<file path="config.mk">
export PLATFORM = sky130hd
export DESIGN_NAME = fetch_top
export DESIGN_NICKNAME = d
export VERILOG_FILES = /design/src/hw/fetch_pkg.sv /design/src/hw/fetch_top.sv /design/src/hw/insn_fetch.sv /design/src/hw/imem_model.sv /design/src/hw/pc_gen.sv /design/src/hw/fetch_ctrl.sv
export SDC_FILE = /design/constraint.sdc
export NUM_CORES = 1
export LEC_CHECK = 0
export BUFFER_PORTS_ARGS = -buffer_cell sky130_fd_sc_hd__buf_2
export CAP_MARGIN = 20
export CORE_ASPECT_RATIO = 1.5
export CORE_MARGIN = 5
export CORE_UTILIZATION = 40
export CTS_CLUSTER_DIAMETER = 50
export CTS_CLUSTER_SIZE = 12
export DETAILED_ROUTE_END_ITERATION = 16
export SLEW_MARGIN = 20
export SYNTH_ARGS = -nofsm -noshare
export SYNTH_HDL_FRONTEND = slang
export SYNTH_SLANG_ARGS = --single-unit
</file>
<file path="constraint.sdc">
create_clock -name clk -period 17.81 [get_ports clk]
set_input_delay 0.8905 -clock clk [delete_from_list [all_inputs] [get_ports clk]]
set_output_delay 0.8905 -clock clk [all_outputs]
set_load 0.01 [all_outputs]
</file>
<file path="src/hw/fetch_pkg.sv">
package fetch_pkg;

	//////////////////////////////
	// Widths
	localparam int XLEN  = 32;
	localparam int TAG_W = 4;
	localparam int EXC_W = 3;

	// Exception vector bit positions
	localparam int EXC_TLB  = 0;
	localparam int EXC_PAGE = 1;
	localparam int EXC_BUS  = 2;

	// Error tags on the instruction bus
	localparam logic [TAG_W-1:0] TAG_TE = 4'hd;
	localparam logic [TAG_W-1:0] TAG_PE = 4'hc;
	localparam logic [TAG_W-1:0] TAG_BE = 4'hb;

	// NOP words, flush flavour and no-ack flavour
	localparam logic [5:0]      OP_NOP    = 6'b000101;
	localparam logic [XLEN-1:0] NOP_FLUSH = {OP_NOP, 26'h041_0000};
	localparam logic [XLEN-1:0] NOP_STALL = {OP_NOP, 26'h061_0000};

	//////////////////////////////
	// Exception vectors and boot address
	localparam logic [XLEN-1:0] VEC_TLB  = 32'h0000_0A00;
	localparam logic [XLEN-1:0] VEC_PAGE = 32'h0000_0400;
	localparam logic [XLEN-1:0] VEC_BUS  = 32'h0000_0200;
	localparam logic [XLEN-1:0] RESET_PC = 32'h0000_0100;

	// Memory map of the instruction ROM
	localparam int unsigned     ROM_WORDS = 1024;
	localparam logic [XLEN-1:0] PAGE_LO   = 32'h0000_2000;
	localparam logic [XLEN-1:0] PAGE_HI   = 32'h0000_2FFF;
	localparam logic [XLEN-1:0] TLB_BASE  = 32'h0000_8000;

	// Response latency, counter sized to hold it
	localparam int IMEM_LAT = 2;
	localparam int CNT_W    = $clog2(IMEM_LAT + 1);

	// ROM content by word index
	function automatic logic [XLEN-1:0] rom_word(input logic [XLEN-1:0] idx);
		return (idx * 32'h9E37_79B1) ^ 32'h00A5_0000;
	endfunction

endpackage
</file>
<file path="src/hw/fetch_top.sv">
`timescale 1ns/1ns

module fetch_top import fetch_pkg::*; (
	input  logic             clk,
	input  logic             reset_i,
	input  logic             stall_i,
	input  logic             branch_i,
	input  logic [XLEN-1:0]  branch_pc_i,
	output logic [XLEN-1:0]  insn_o,
	output logic [XLEN-1:0]  pc_o,
	output logic             insn_valid_o,
	output logic [EXC_W-1:0] except_o,
	output logic             saving_o
);

	// PC to memory
	logic [XLEN-1:0]  fetch_adr;

	// Memory response
	logic [XLEN-1:0]  icpu_dat;
	logic             icpu_ack;
	logic             icpu_err;
	logic [TAG_W-1:0] icpu_tag;
	logic [XLEN-1:0]  icpu_adr;

	// Stage status
	logic             if_stall;
	logic             genpc_refetch;

	// Control commands
	logic             if_freeze;
	logic             if_flushpipe;
	logic             redirect;
	logic [XLEN-1:0]  redirect_pc;

	//////////////////////////////
	fetch_ctrl u_ctrl (
		.clk            (clk),
		.reset_i        (reset_i),
		.stall_i        (stall_i),
		.branch_i       (branch_i),
		.branch_pc_i    (branch_pc_i),
		.if_stall_i     (if_stall),
		.if_except_i    (except_o),
		.if_freeze_o    (if_freeze),
		.if_flushpipe_o (if_flushpipe),
		.redirect_o     (redirect),
		.redirect_pc_o  (redirect_pc),
		.insn_valid_o   (insn_valid_o)
	);

	pc_gen u_pc (
		.clk             (clk),
		.reset_i         (reset_i),
		.if_freeze_i     (if_freeze),
		.if_stall_i      (if_stall),
		.genpc_refetch_i (genpc_refetch),
		.redirect_i      (redirect),
		.redirect_pc_i   (redirect_pc),
		.fetch_adr_o     (fetch_adr)
	);

	imem_model u_imem (
		.clk         (clk),
		.reset_i     (reset_i),
		.fetch_adr_i (fetch_adr),
		.icpu_dat_o  (icpu_dat),
		.icpu_ack_o  (icpu_ack),
		.icpu_err_o  (icpu_err),
		.icpu_tag_o  (icpu_tag),
		.icpu_adr_o  (icpu_adr)
	);

	insn_fetch u_if (
		.clk              (clk),
		.reset_i          (reset_i),
		.icpu_dat_i       (icpu_dat),
		.icpu_ack_i       (icpu_ack),
		.icpu_err_i       (icpu_err),
		.icpu_tag_i       (icpu_tag),
		.icpu_adr_i       (icpu_adr),
		.if_freeze_i      (if_freeze),
		.if_flushpipe_i   (if_flushpipe),
		.if_insn_o        (insn_o),
		.if_pc_o          (pc_o),
		.if_stall_o       (if_stall),
		.saving_if_insn_o (saving_o),
		.genpc_refetch_o  (genpc_refetch),
		.if_except_o      (except_o)
	);

endmodule

</file>
<file path="src/hw/insn_fetch.sv">
`timescale 1ns/1ns

module insn_fetch import fetch_pkg::*; (
	input  logic             clk,
	input  logic             reset_i,
	input  logic [XLEN-1:0]  icpu_dat_i,
	input  logic             icpu_ack_i,
	input  logic             icpu_err_i,
	input  logic [TAG_W-1:0] icpu_tag_i,
	input  logic [XLEN-1:0]  icpu_adr_i,
	input  logic             if_freeze_i,
	input  logic             if_flushpipe_i,
	output logic [XLEN-1:0]  if_insn_o,
	output logic [XLEN-1:0]  if_pc_o,
	output logic             if_stall_o,
	output logic             saving_if_insn_o,
	output logic             genpc_refetch_o,
	output logic [EXC_W-1:0] if_except_o
);

	logic             resp;
	logic             clr_bypass;
	logic             if_bypass;
	logic             bypass_q;
	logic             live_ok;
	logic [EXC_W-1:0] live_exc;
	logic             save_insn;
	logic             saved;
	logic [XLEN-1:0]  insn_saved;
	logic [XLEN-1:0]  addr_saved;
	logic [EXC_W-1:0] err_saved;
	logic [XLEN-1:0]  live_pc;

	assign resp    = icpu_ack_i | icpu_err_i;
	assign live_pc = {icpu_adr_i[XLEN-1:2], 2'b00};

	//////////////////////////////
	// Bypass after flush
	// Odd echoed address on a response = first word after redirect
	assign clr_bypass = resp & icpu_adr_i[0];
	assign if_bypass  = clr_bypass ? 1'b0 : (bypass_q | if_flushpipe_i);

	always_ff @(posedge clk) begin
		if (reset_i)
			bypass_q <= 1'b0;
		else
			bypass_q <= if_bypass;
	end

	// Same gate without the flush term
	// keeps the exception path free of the flush loop
	assign live_ok = clr_bypass | ~bypass_q;

	// Tag decode of the live response
	assign live_exc[EXC_TLB]  = icpu_err_i & (icpu_tag_i == TAG_TE);
	assign live_exc[EXC_PAGE] = icpu_err_i & (icpu_tag_i == TAG_PE);
	assign live_exc[EXC_BUS]  = icpu_err_i & (icpu_tag_i == TAG_BE);

	//////////////////////////////
	// Save while frozen
	// Only one slot, a bypassed response is never kept
	assign save_insn        = resp & if_freeze_i & ~saved & ~if_bypass;
	assign saving_if_insn_o = ~if_flushpipe_i & save_insn;

	// Saved flag
	always_ff @(posedge clk) begin
		if (reset_i)
			saved <= 1'b0;
		else if (if_flushpipe_i)
			saved <= 1'b0;
		else if (save_insn)
			saved <= 1'b1;
		else if (!if_freeze_i)
			saved <= 1'b0;
	end

	// Saved word, address and error bits
	always_ff @(posedge clk) begin
		if (if_flushpipe_i) begin
			insn_saved <= NOP_FLUSH;
			addr_saved <= '0;
			err_saved  <= '0;
		end else if (save_insn) begin
			// Error responses carry no usable word
			insn_saved <= icpu_err_i ? NOP_FLUSH : icpu_dat_i;
			addr_saved <= live_pc;
			err_saved  <= live_exc;
		end else if (!if_freeze_i) begin
			insn_saved <= NOP_FLUSH;
			addr_saved <= live_pc;
			err_saved  <= '0;
		end
	end

	//////////////////////////////
	// Stage outputs
	always_comb begin
		if (if_bypass)
			if_insn_o = NOP_FLUSH;
		else if (saved)
			if_insn_o = insn_saved;
		else if (icpu_ack_i)
			if_insn_o = icpu_dat_i;
		else
			if_insn_o = NOP_STALL;
	end

	assign if_pc_o = saved ? addr_saved : live_pc;

	// Nothing to hand over, or bypass still open
	assign if_stall_o      = if_bypass | (~icpu_err_i & ~icpu_ack_i & ~saved);
	assign genpc_refetch_o = saved & icpu_ack_i;

	// Reported only while the pipe moves
	always_comb begin
		if (if_freeze_i)
			if_except_o = '0;
		else if (saved)
			if_except_o = err_saved;
		else if (live_ok)
			if_except_o = live_exc;
		else
			if_except_o = '0;
	end

endmodule

</file>
<file path="src/hw/imem_model.sv">
`timescale 1ns/1ns

module imem_model import fetch_pkg::*; (
	input  logic             clk,
	input  logic             reset_i,
	input  logic [XLEN-1:0]  fetch_adr_i,
	output logic [XLEN-1:0]  icpu_dat_o,
	output logic             icpu_ack_o,
	output logic             icpu_err_o,
	output logic [TAG_W-1:0] icpu_tag_o,
	output logic [XLEN-1:0]  icpu_adr_o
);

	logic [XLEN-1:0]  adr_q;
	logic             change;
	logic             pend_q;
	logic [CNT_W-1:0] cnt_q;
	logic             fire;
	logic             ack_q;
	logic             err_q;
	logic [TAG_W-1:0] tag_q;
	logic [XLEN-1:0]  dat_q;
	logic [XLEN-1:0]  word_adr;
	logic [XLEN-1:0]  word_idx;
	logic             resp_ok;
	logic [TAG_W-1:0] resp_tag;

	// New request whenever the address moves
	assign change = fetch_adr_i != adr_q;

	// Counter expiry, unless the address moved again
	assign fire = pend_q & ~change & (cnt_q == CNT_W'(1));

	assign word_adr = {adr_q[XLEN-1:2], 2'b00};
	assign word_idx = {2'b00, adr_q[XLEN-1:2]};

	//////////////////////////////
	// Region check, in priority order
	always_comb begin
		resp_ok  = 1'b0;
		resp_tag = '0;
		if (word_adr >= PAGE_LO && word_adr <= PAGE_HI)
			resp_tag = TAG_PE;
		else if (word_adr >= TLB_BASE)
			resp_tag = TAG_TE;
		else if (word_idx >= ROM_WORDS)
			resp_tag = TAG_BE;
		else
			resp_ok = 1'b1;
	end

	// Latency counter and strobes
	always_ff @(posedge clk) begin
		if (reset_i) begin
			// All ones never matches a fetch, so the first one starts
			adr_q  <= '1;
			pend_q <= 1'b0;
			cnt_q  <= '0;
			ack_q  <= 1'b0;
			err_q  <= 1'b0;
		end else begin
			adr_q <= fetch_adr_i;
			ack_q <= fire & resp_ok;
			err_q <= fire & ~resp_ok;
			if (change) begin
				pend_q <= 1'b1;
				cnt_q  <= CNT_W'(IMEM_LAT - 1);
			end else if (fire) begin
				pend_q <= 1'b0;
			end else if (pend_q) begin
				cnt_q <= cnt_q - 1'b1;
			end
		end
	end

	// Response payload
	always_ff @(posedge clk) begin
		if (fire) begin
			dat_q <= resp_ok ? rom_word(word_idx) : '0;
			tag_q <= resp_tag;
		end
	end

	// A response is dropped if the PC left its address
	assign icpu_ack_o = ack_q & ~change;
	assign icpu_err_o = err_q & ~change;
	assign icpu_dat_o = dat_q;
	assign icpu_tag_o = tag_q;
	// Word address plus the redirect mark in bit 0
	assign icpu_adr_o = adr_q;

endmodule

</file>
<file path="src/hw/pc_gen.sv">
`timescale 1ns/1ns

module pc_gen import fetch_pkg::*; (
	input  logic            clk,
	input  logic            reset_i,
	input  logic            if_freeze_i,
	input  logic            if_stall_i,
	input  logic            genpc_refetch_i,
	input  logic            redirect_i,
	input  logic [XLEN-1:0] redirect_pc_i,
	output logic [XLEN-1:0] fetch_adr_o
);

	logic [XLEN-1:0] pc_q;
	logic            redir_q;
	logic            advance;

	// Step only when the stage has taken the current word
	assign advance = ~if_stall_i & ~if_freeze_i & ~genpc_refetch_i;

	//////////////////////////////
	// PC register
	always_ff @(posedge clk) begin
		if (reset_i) begin
			pc_q    <= RESET_PC;
			redir_q <= 1'b0;
		end else if (redirect_i) begin
			// Target is forced word aligned
			pc_q    <= {redirect_pc_i[XLEN-1:2], 2'b00};
			redir_q <= 1'b1;
		end else if (advance) begin
			pc_q    <= pc_q + 32'd4;
			redir_q <= 1'b0;
		end
	end

	// Bit 0 marks a fetch that follows a redirect
	// Echoed back by the memory, it ends the stage bypass
	// Bit 1 stays clear
	assign fetch_adr_o = {pc_q[XLEN-1:2], 1'b0, redir_q};

endmodule

</file>
<file path="src/hw/fetch_ctrl.sv">
`timescale 1ns/1ns

module fetch_ctrl import fetch_pkg::*; (
	input  logic             clk,
	input  logic             reset_i,
	input  logic             stall_i,
	input  logic             branch_i,
	input  logic [XLEN-1:0]  branch_pc_i,
	input  logic             if_stall_i,
	input  logic [EXC_W-1:0] if_except_i,
	output logic             if_freeze_o,
	output logic             if_flushpipe_o,
	output logic             redirect_o,
	output logic [XLEN-1:0]  redirect_pc_o,
	output logic             insn_valid_o
);

	logic            exc_take;
	logic [XLEN-1:0] exc_vec;
	logic [XLEN-1:0] target;
	logic            redir_q;
	logic [XLEN-1:0] target_q;

	// Freeze is a plain level from the outside stall
	assign if_freeze_o = stall_i;

	// Fetch exceptions only count while the pipe moves
	assign exc_take = (|if_except_i) & ~stall_i;

	// Vector per exception bit, one-hot from the stage
	always_comb begin
		exc_vec = VEC_BUS;
		if (if_except_i[EXC_TLB])
			exc_vec = VEC_TLB;
		else if (if_except_i[EXC_PAGE])
			exc_vec = VEC_PAGE;
	end

	// Exception wins over a branch in the same cycle
	assign target = exc_take ? exc_vec : branch_pc_i;

	// Flush in the cycle of the request
	assign if_flushpipe_o = exc_take | branch_i;

	//////////////////////////////
	// Redirect shadow
	// Held one more cycle, so the PC keeps the target
	// while the flush settles in the stage
	always_ff @(posedge clk) begin
		if (reset_i) begin
			redir_q <= 1'b0;
		end else begin
			redir_q <= if_flushpipe_o;
		end
	end

	always_ff @(posedge clk) begin
		if (if_flushpipe_o)
			target_q <= target;
	end

	// Fresh request overrides the shadow copy
	assign redirect_o    = if_flushpipe_o | redir_q;
	assign redirect_pc_o = if_flushpipe_o ? target : target_q;

	// Accepted instruction strobe
	// no flush, no shadow, stage has something, not frozen
	assign insn_valid_o = ~if_stall_i & ~stall_i & ~if_flushpipe_o & ~redir_q;

endmodule

</file>
# After elaboration in Yosys (flattened, before gate mapping)
# Index checks and enable logic that the tools add are counted.
[word_totals] register_bits=206 out_inout_bits=69 wordCells=124
[op_classes] n_addsub=2 n_mul=1 magnitude_cmp=4 n_eq_ne=7 muxes=36 n_bitwise=42 reduce_logical=11
[ops] cell="2-to-1 mux 32 bit" n=14
[ops] cell="adder 32 x 3 -> 32 bit (second input constant)" n=1
[ops] cell="greater-or-equal comparator 32 x 14 -> 1 bit (second input constant)" n=1
[ops] cell="greater-or-equal comparator 32 x 16 -> 1 bit (second input constant)" n=1
[ops] cell="less-or-equal comparator 32 x 14 -> 1 bit (second input constant)" n=1
[ops] cell="multiplier 30 x 32 -> 32 bit (second input constant)" n=1
[ops] cell="!= test 32 bit" n=1
[ops] cell="greater-or-equal comparator 30 x 11 -> 1 bit (second input constant)" n=1
[ops] cell="bitwise AND 1 bit" n=22
[ops] cell="2-to-1 mux 3 bit" n=5
[ops] cell="2-to-1 mux 1 bit" n=14
[ops] cell="inverter 1 bit" n=13
[ops] cell="== test 4 bit (second input constant)" n=3
[ops] cell="2-to-1 mux 11 bit" n=1
[ops] cell="OR reduction 2 bit" n=4
[ops] cell="OR 1 bit" n=6
[ops] cell="nonzero test 2 bit" n=3
[ops] cell="2-to-1 mux 4 bit" n=1
[ops] cell="!= test 2 x 1 -> 1 bit (second input constant)" n=2
[ops] cell="inverter 4 bit" n=1
[ops] cell="AND reduction 2 bit" n=2
[ops] cell="OR reduction 3 bit" n=1
[ops] cell="== test 2 x 1 -> 1 bit (second input constant)" n=1
[ops] cell="2-to-1 mux 2 bit" n=1
[ops] cell="other kinds (2)" n=2

# Logic depth before layout (Yosys ltp)
[depth] depth_word=20 ltp_mapped=26 mapped_depth_nobuf=26

# By module
# From an unflattened synthesis, not the netlist that was laid out.
[unflattened] cells_unflattened=1895 area_unflattened_um2=18166.2
[by_module_without_submodules] mod="imem_model" instances=1 cells_each=1104 area_each_um2=11368.4 seq_area_each_um2=1821.7
[by_module_without_submodules] mod="insn_fetch" instances=1 cells_each=455 area_each_um2=3743.6 seq_area_each_um2=1341.3
[by_module_without_submodules] mod="pc_gen" instances=1 cells_each=221 area_each_um2=1796.7 seq_area_each_um2=620.6
[by_module_without_submodules] mod="fetch_ctrl" instances=1 cells_each=115 area_each_um2=1257.5 seq_area_each_um2=660.6

# Worst setup path before layout
# Ideal clock, no wire load.
[synth_path] path_kind="reg-to-reg" from="reg u_imem.adr_q[12] (netlist: u_imem.icpu_adr_o[12])" to="reg u_imem.dat_q[31] (netlist: u_imem.icpu_dat_o[31]) (data pin)" t_arrival_ns=6.717 required_time_ns=17.664 setup_slack_ns=10.947 path_stages_with_launch=27 period_less_slack_ns=6.863 path_cell_list="dfxtp_1 -> inv_1 -> ha_1 -> xor2_1 -> ha_1 -> or2_2 -> fa_1 -> inv_1 -> fa_1 -> inv_1 -> fa_1 -> inv_1 -> fa_1 -> inv_1 -> fa_1 -> inv_1 -> fa_1 -> inv_1 -> ha_1 -> clkbuf_1 -> a21oi_1 -> o21ai_0 -> a21o_1 -> a211oi_1 -> a21oi_1 -> or3_1 -> a21oi_1"
[synth_via] elab_chain_cells=4 elab_cells_between_ends=9
[synth_lines] item="start: declaration" line="imem_model.sv:14" source="logic [XLEN-1:0] adr_q;"
[synth_lines] item="start signal: assignment" line="imem_model.sv:62" source="adr_q <= fetch_adr_i;"
[synth_lines] item="parallel branches: the longest is 4 deep, another holds multiplier 30 x 32 -> 32 bit"
[synth_lines] item="end signal: assignment" line="imem_model.sv:79" source="dat_q <= resp_ok ? rom_word(word_idx) : '0;"
[synth_lines] item="end: declaration" line="imem_model.sv:22" source="logic [XLEN-1:0] dat_q;"
# Parallel ways; which one is timed is not known.
# A chain may end at the register's enable or synchronous reset.

# Worst setup path after layout
[layout_path] from="reg u_imem.adr_q[6] (netlist: u_imem.icpu_adr_o[6])" to="reg u_imem.dat_q[29] (netlist: u_imem.icpu_dat_o[29]) (data pin)"
# Same word-level chain as after synthesis.

==> qor.yml <==
synth-edff-count: 36
drt_iter0_drc: 628
holdPathStages: 2
post_cts_resize_count: 0
max_freq_ghz: 0.1286
gp_congestion: 0.9340
antenna_cells: 0
synthArstFlopShare: 0
io_pins: 105
path_buf_inv: 7
yosysTopAreaCell: "fa_1"
first_pass_iters: 5
routed_wl_um: 49980
min_to: "u_if.addr_saved[31]"
setup-violations-final: 0
yosysTopAreaCellShare: 0.2160
area_growth_syn_to_layout_pct: 10.13
syn_inst: 1862
critPathTopFamily: "adder cells"
postSynthAreaPerCell_um2: 9.408
rrSetupSlack_ns: 10.04
clk_latency_ns: 0.54
grt-busiest-layer: "met2"
cts-htree-levels: 1
drc: 0
hold_ws_ns: 0.4473
synth_cell_type_count: 70
cp_data_required_time_ns: 18.08
synth-seq-cells: 202
grt_pass1_vias: 13750
crit_arrival_ns: 8.05
grt_max_degree: 97
synth.area.top_cells: "fa_1 22%, dfxtp_1 19%, ha_1 14%, inv_1 7.4%, edfxtp_1 6.2%"
n_fill_cell: 4256
rsz0062_at_grt: "false"
worst_setup_path_start_kind: "flip-flop"
clock_sinks: 202
crit_path_end_kind: "flip-flop"
fin_setup_tns_ns: 0
grtUsageMet1: 0.2270
port_buffers: 100
skew_ns: 0.01909
timing.rr.end: "u_imem.icpu_dat_o[29]"
clock-root-buffer: "clkbuf_16"
die-area_um2: 48160
yosysSeqAreaShare: 0.2514
synth_area_um2: 17520
synth_ff_type: "dfxtp_1"
maxSlewHeadroom: 0.3344
via_per_inst: 5.128
cp_cell_sequence: "inv_1 -> ha_1 -> inv_1 -> fa_1 -> inv_1 -> fa_1 -> inv_1 -> fa_1 -> inv_1 -> fa_1 -> fa_1 -> fa_1 -> inv_1 -> fa_1 -> inv_1 -> ha_1 -> or3_1 -> nor2_1 -> o21ai_0 -> a211oi_1 -> o31ai_1 -> a31oi_1 -> xor2_1 -> nor2_1"
cts_tree: "built"
period_minus_slack_ns: 7.773
cts_setup_buffers: 0
ctsHoldBuffers: 0
tightest_slew_ns: 0.9936
final-hold-violation-count: 0
use_met3: 0.01980
via_count: 12940
fp.dieW_um: 180.9
dp_slack_ns: 9.947
critPathKind: "flip-flop to flip-flop"
min_from: "u_if.addr_saved[31]"
crit_fanout: 8
cts_buffers: 23
synthTopCellsByCount: "347 x inv_1, 189 x fa_1, 189 x ha_1"
grt_pass1_wl_um: 78430
maxSlewViolCount: 0
worst_path_max_delay_cell: "dfxtp_1"
fin_util: 0.4421
grt_use_total: 0.2084
clk_pin_slew_worst_paths_ns: 0.06
clockBufferDepth: 3
overflow: 0
fin_ws_ns: 10.04
wl_per_cell_um: 19.81
antenna_found_initial: 0
die-height_um: 266.3
initial_core_util: 0.4014
critPathMaxStageDelay_ns: 0.64
postRouteAntennaNets: 0
core_um2: 43630
r2r-start: "u_imem.icpu_adr_o[6]"
ys_warn_count: 0
layout_worst_path_cycle_share: 0.4365
run_status: "complete, no violations"
met2_usage: 0.4006
hp-class: "flip-flop to flip-flop"
maxCapViolCount: 0
r2r_cells: 24
drive_gt1_frac: 0.1125
rows: 94
place_hpwl_um: 40720
synth_most_common_cell: "inv_1"
layout.nets: 2350
==> sequential cells by signal (all words and copies together) (netlist names) <==
signal,flops
u_imem.pend_q,1
u_ctrl.target_q,30
u_imem.ack_q,1
u_if.saved,1
u_ctrl.redir_q,1
u_imem.icpu_dat_o,32
u_pc.pc_q,30
u_if.insn_saved,32
u_imem.icpu_tag_o,4
u_imem.err_q,1
u_imem.cnt_q,2
u_if.bypass_q,1
u_if.err_saved,3
u_imem.icpu_adr_o,32
u_if.addr_saved,30
u_pc.redir_q,1
==> per-stage QoR <==
step           instances  instance area, um^2
3_5_place_dp        2487                18610
3_3_place_gp        2486                18590
2_1_floorplan       1863                17520
4_1_cts             2523                19290
6_report            2523                19290
5_1_grt             2523                19290
==> worst min-delay path, delay by kind of cell, from the launching register on <==
family	cells	cell delay (ns)
AOI/OAI and AO/OA	1	0.05
DFF	1	0.30
and+or+nand+nor	1	0.05
==> cells in the final DEF, fill, tap and decap left out, drive strengths merged, types with 6 or more instances in the layout <==
cell / n
nor4: 25
a22oi: 27
buf: 117
or2: 37
ha: 189
nor3b: 6
nor2: 151
nand3: 19
a21oi: 66
o22ai: 7
and2: 7
a22o: 29
o21ai: 51
edfxtp: 36
mux2i: 31
xor2: 30
a21o: 14
mux2: 6
nor2b: 7
clkbuf: 29
nor3: 21
a211oi: 30
nand2: 126
inv: 352
dfxtp: 166
o21a: 6
or3: 11
nand4: 18
fa: 189
xnor2: 79
==> logic make-up (layout without fill, tap and decap cells) <==
kind of cell,count (synthesis),count (layout),share of synthesized area
buffers and inverters,417,501,0.09171
xor gates and xnor gates,109,109,0.05450
muxes,37,37,0.02157
AOI/OAI and AO/OA,267,267,0.1044
DFF,202,202,0.2514
and+or+nand+nor,451,451,0.1251
other,1,2,0.0002141
adders and majority gates,378,378,0.3510
==> final cells by class <==
cell class	count	area, um^2	share of cell area
clock buffers	29	608.1	0.03152
clock inverters	7	66.31	0.003438
inverters	348	1306	0.06771
multi-input cells	1244	11550	0.5988
flip-flops and latches	202	4405	0.2284
well taps	576	720.7	0.03736
repair buffers	117	631.9	0.03275
==> worst max path at each step <==
stage                     startpoint                    end  slack (ns)  cells past startpoint
2_1_floorplan  u_imem.icpu_adr_o[12]  u_imem.icpu_dat_o[31]       10.95                     26
3_3_place_gp    u_imem.icpu_adr_o[7]  u_imem.icpu_dat_o[29]        9.95                     24
3_5_place_dp    u_imem.icpu_adr_o[6]  u_imem.icpu_dat_o[29]        9.95                     24
4_1_cts         u_imem.icpu_adr_o[6]  u_imem.icpu_dat_o[29]        9.93                     24
5_1_grt         u_imem.icpu_adr_o[8]  u_imem.icpu_dat_o[29]        9.71                     22
6_report        u_imem.icpu_adr_o[6]  u_imem.icpu_dat_o[29]       10.04                     24
==> metal layers <==
layer	routed length (um)	up-vias
li1	-	6210
met1	18890	6361
met2	26870	253
met3	1322	115
met4	2896	0
met5	0	-
Power is left out: the tool's default activity adds up to more than one toggle a clock period on the data nets, which glitch-free logic cannot reach.
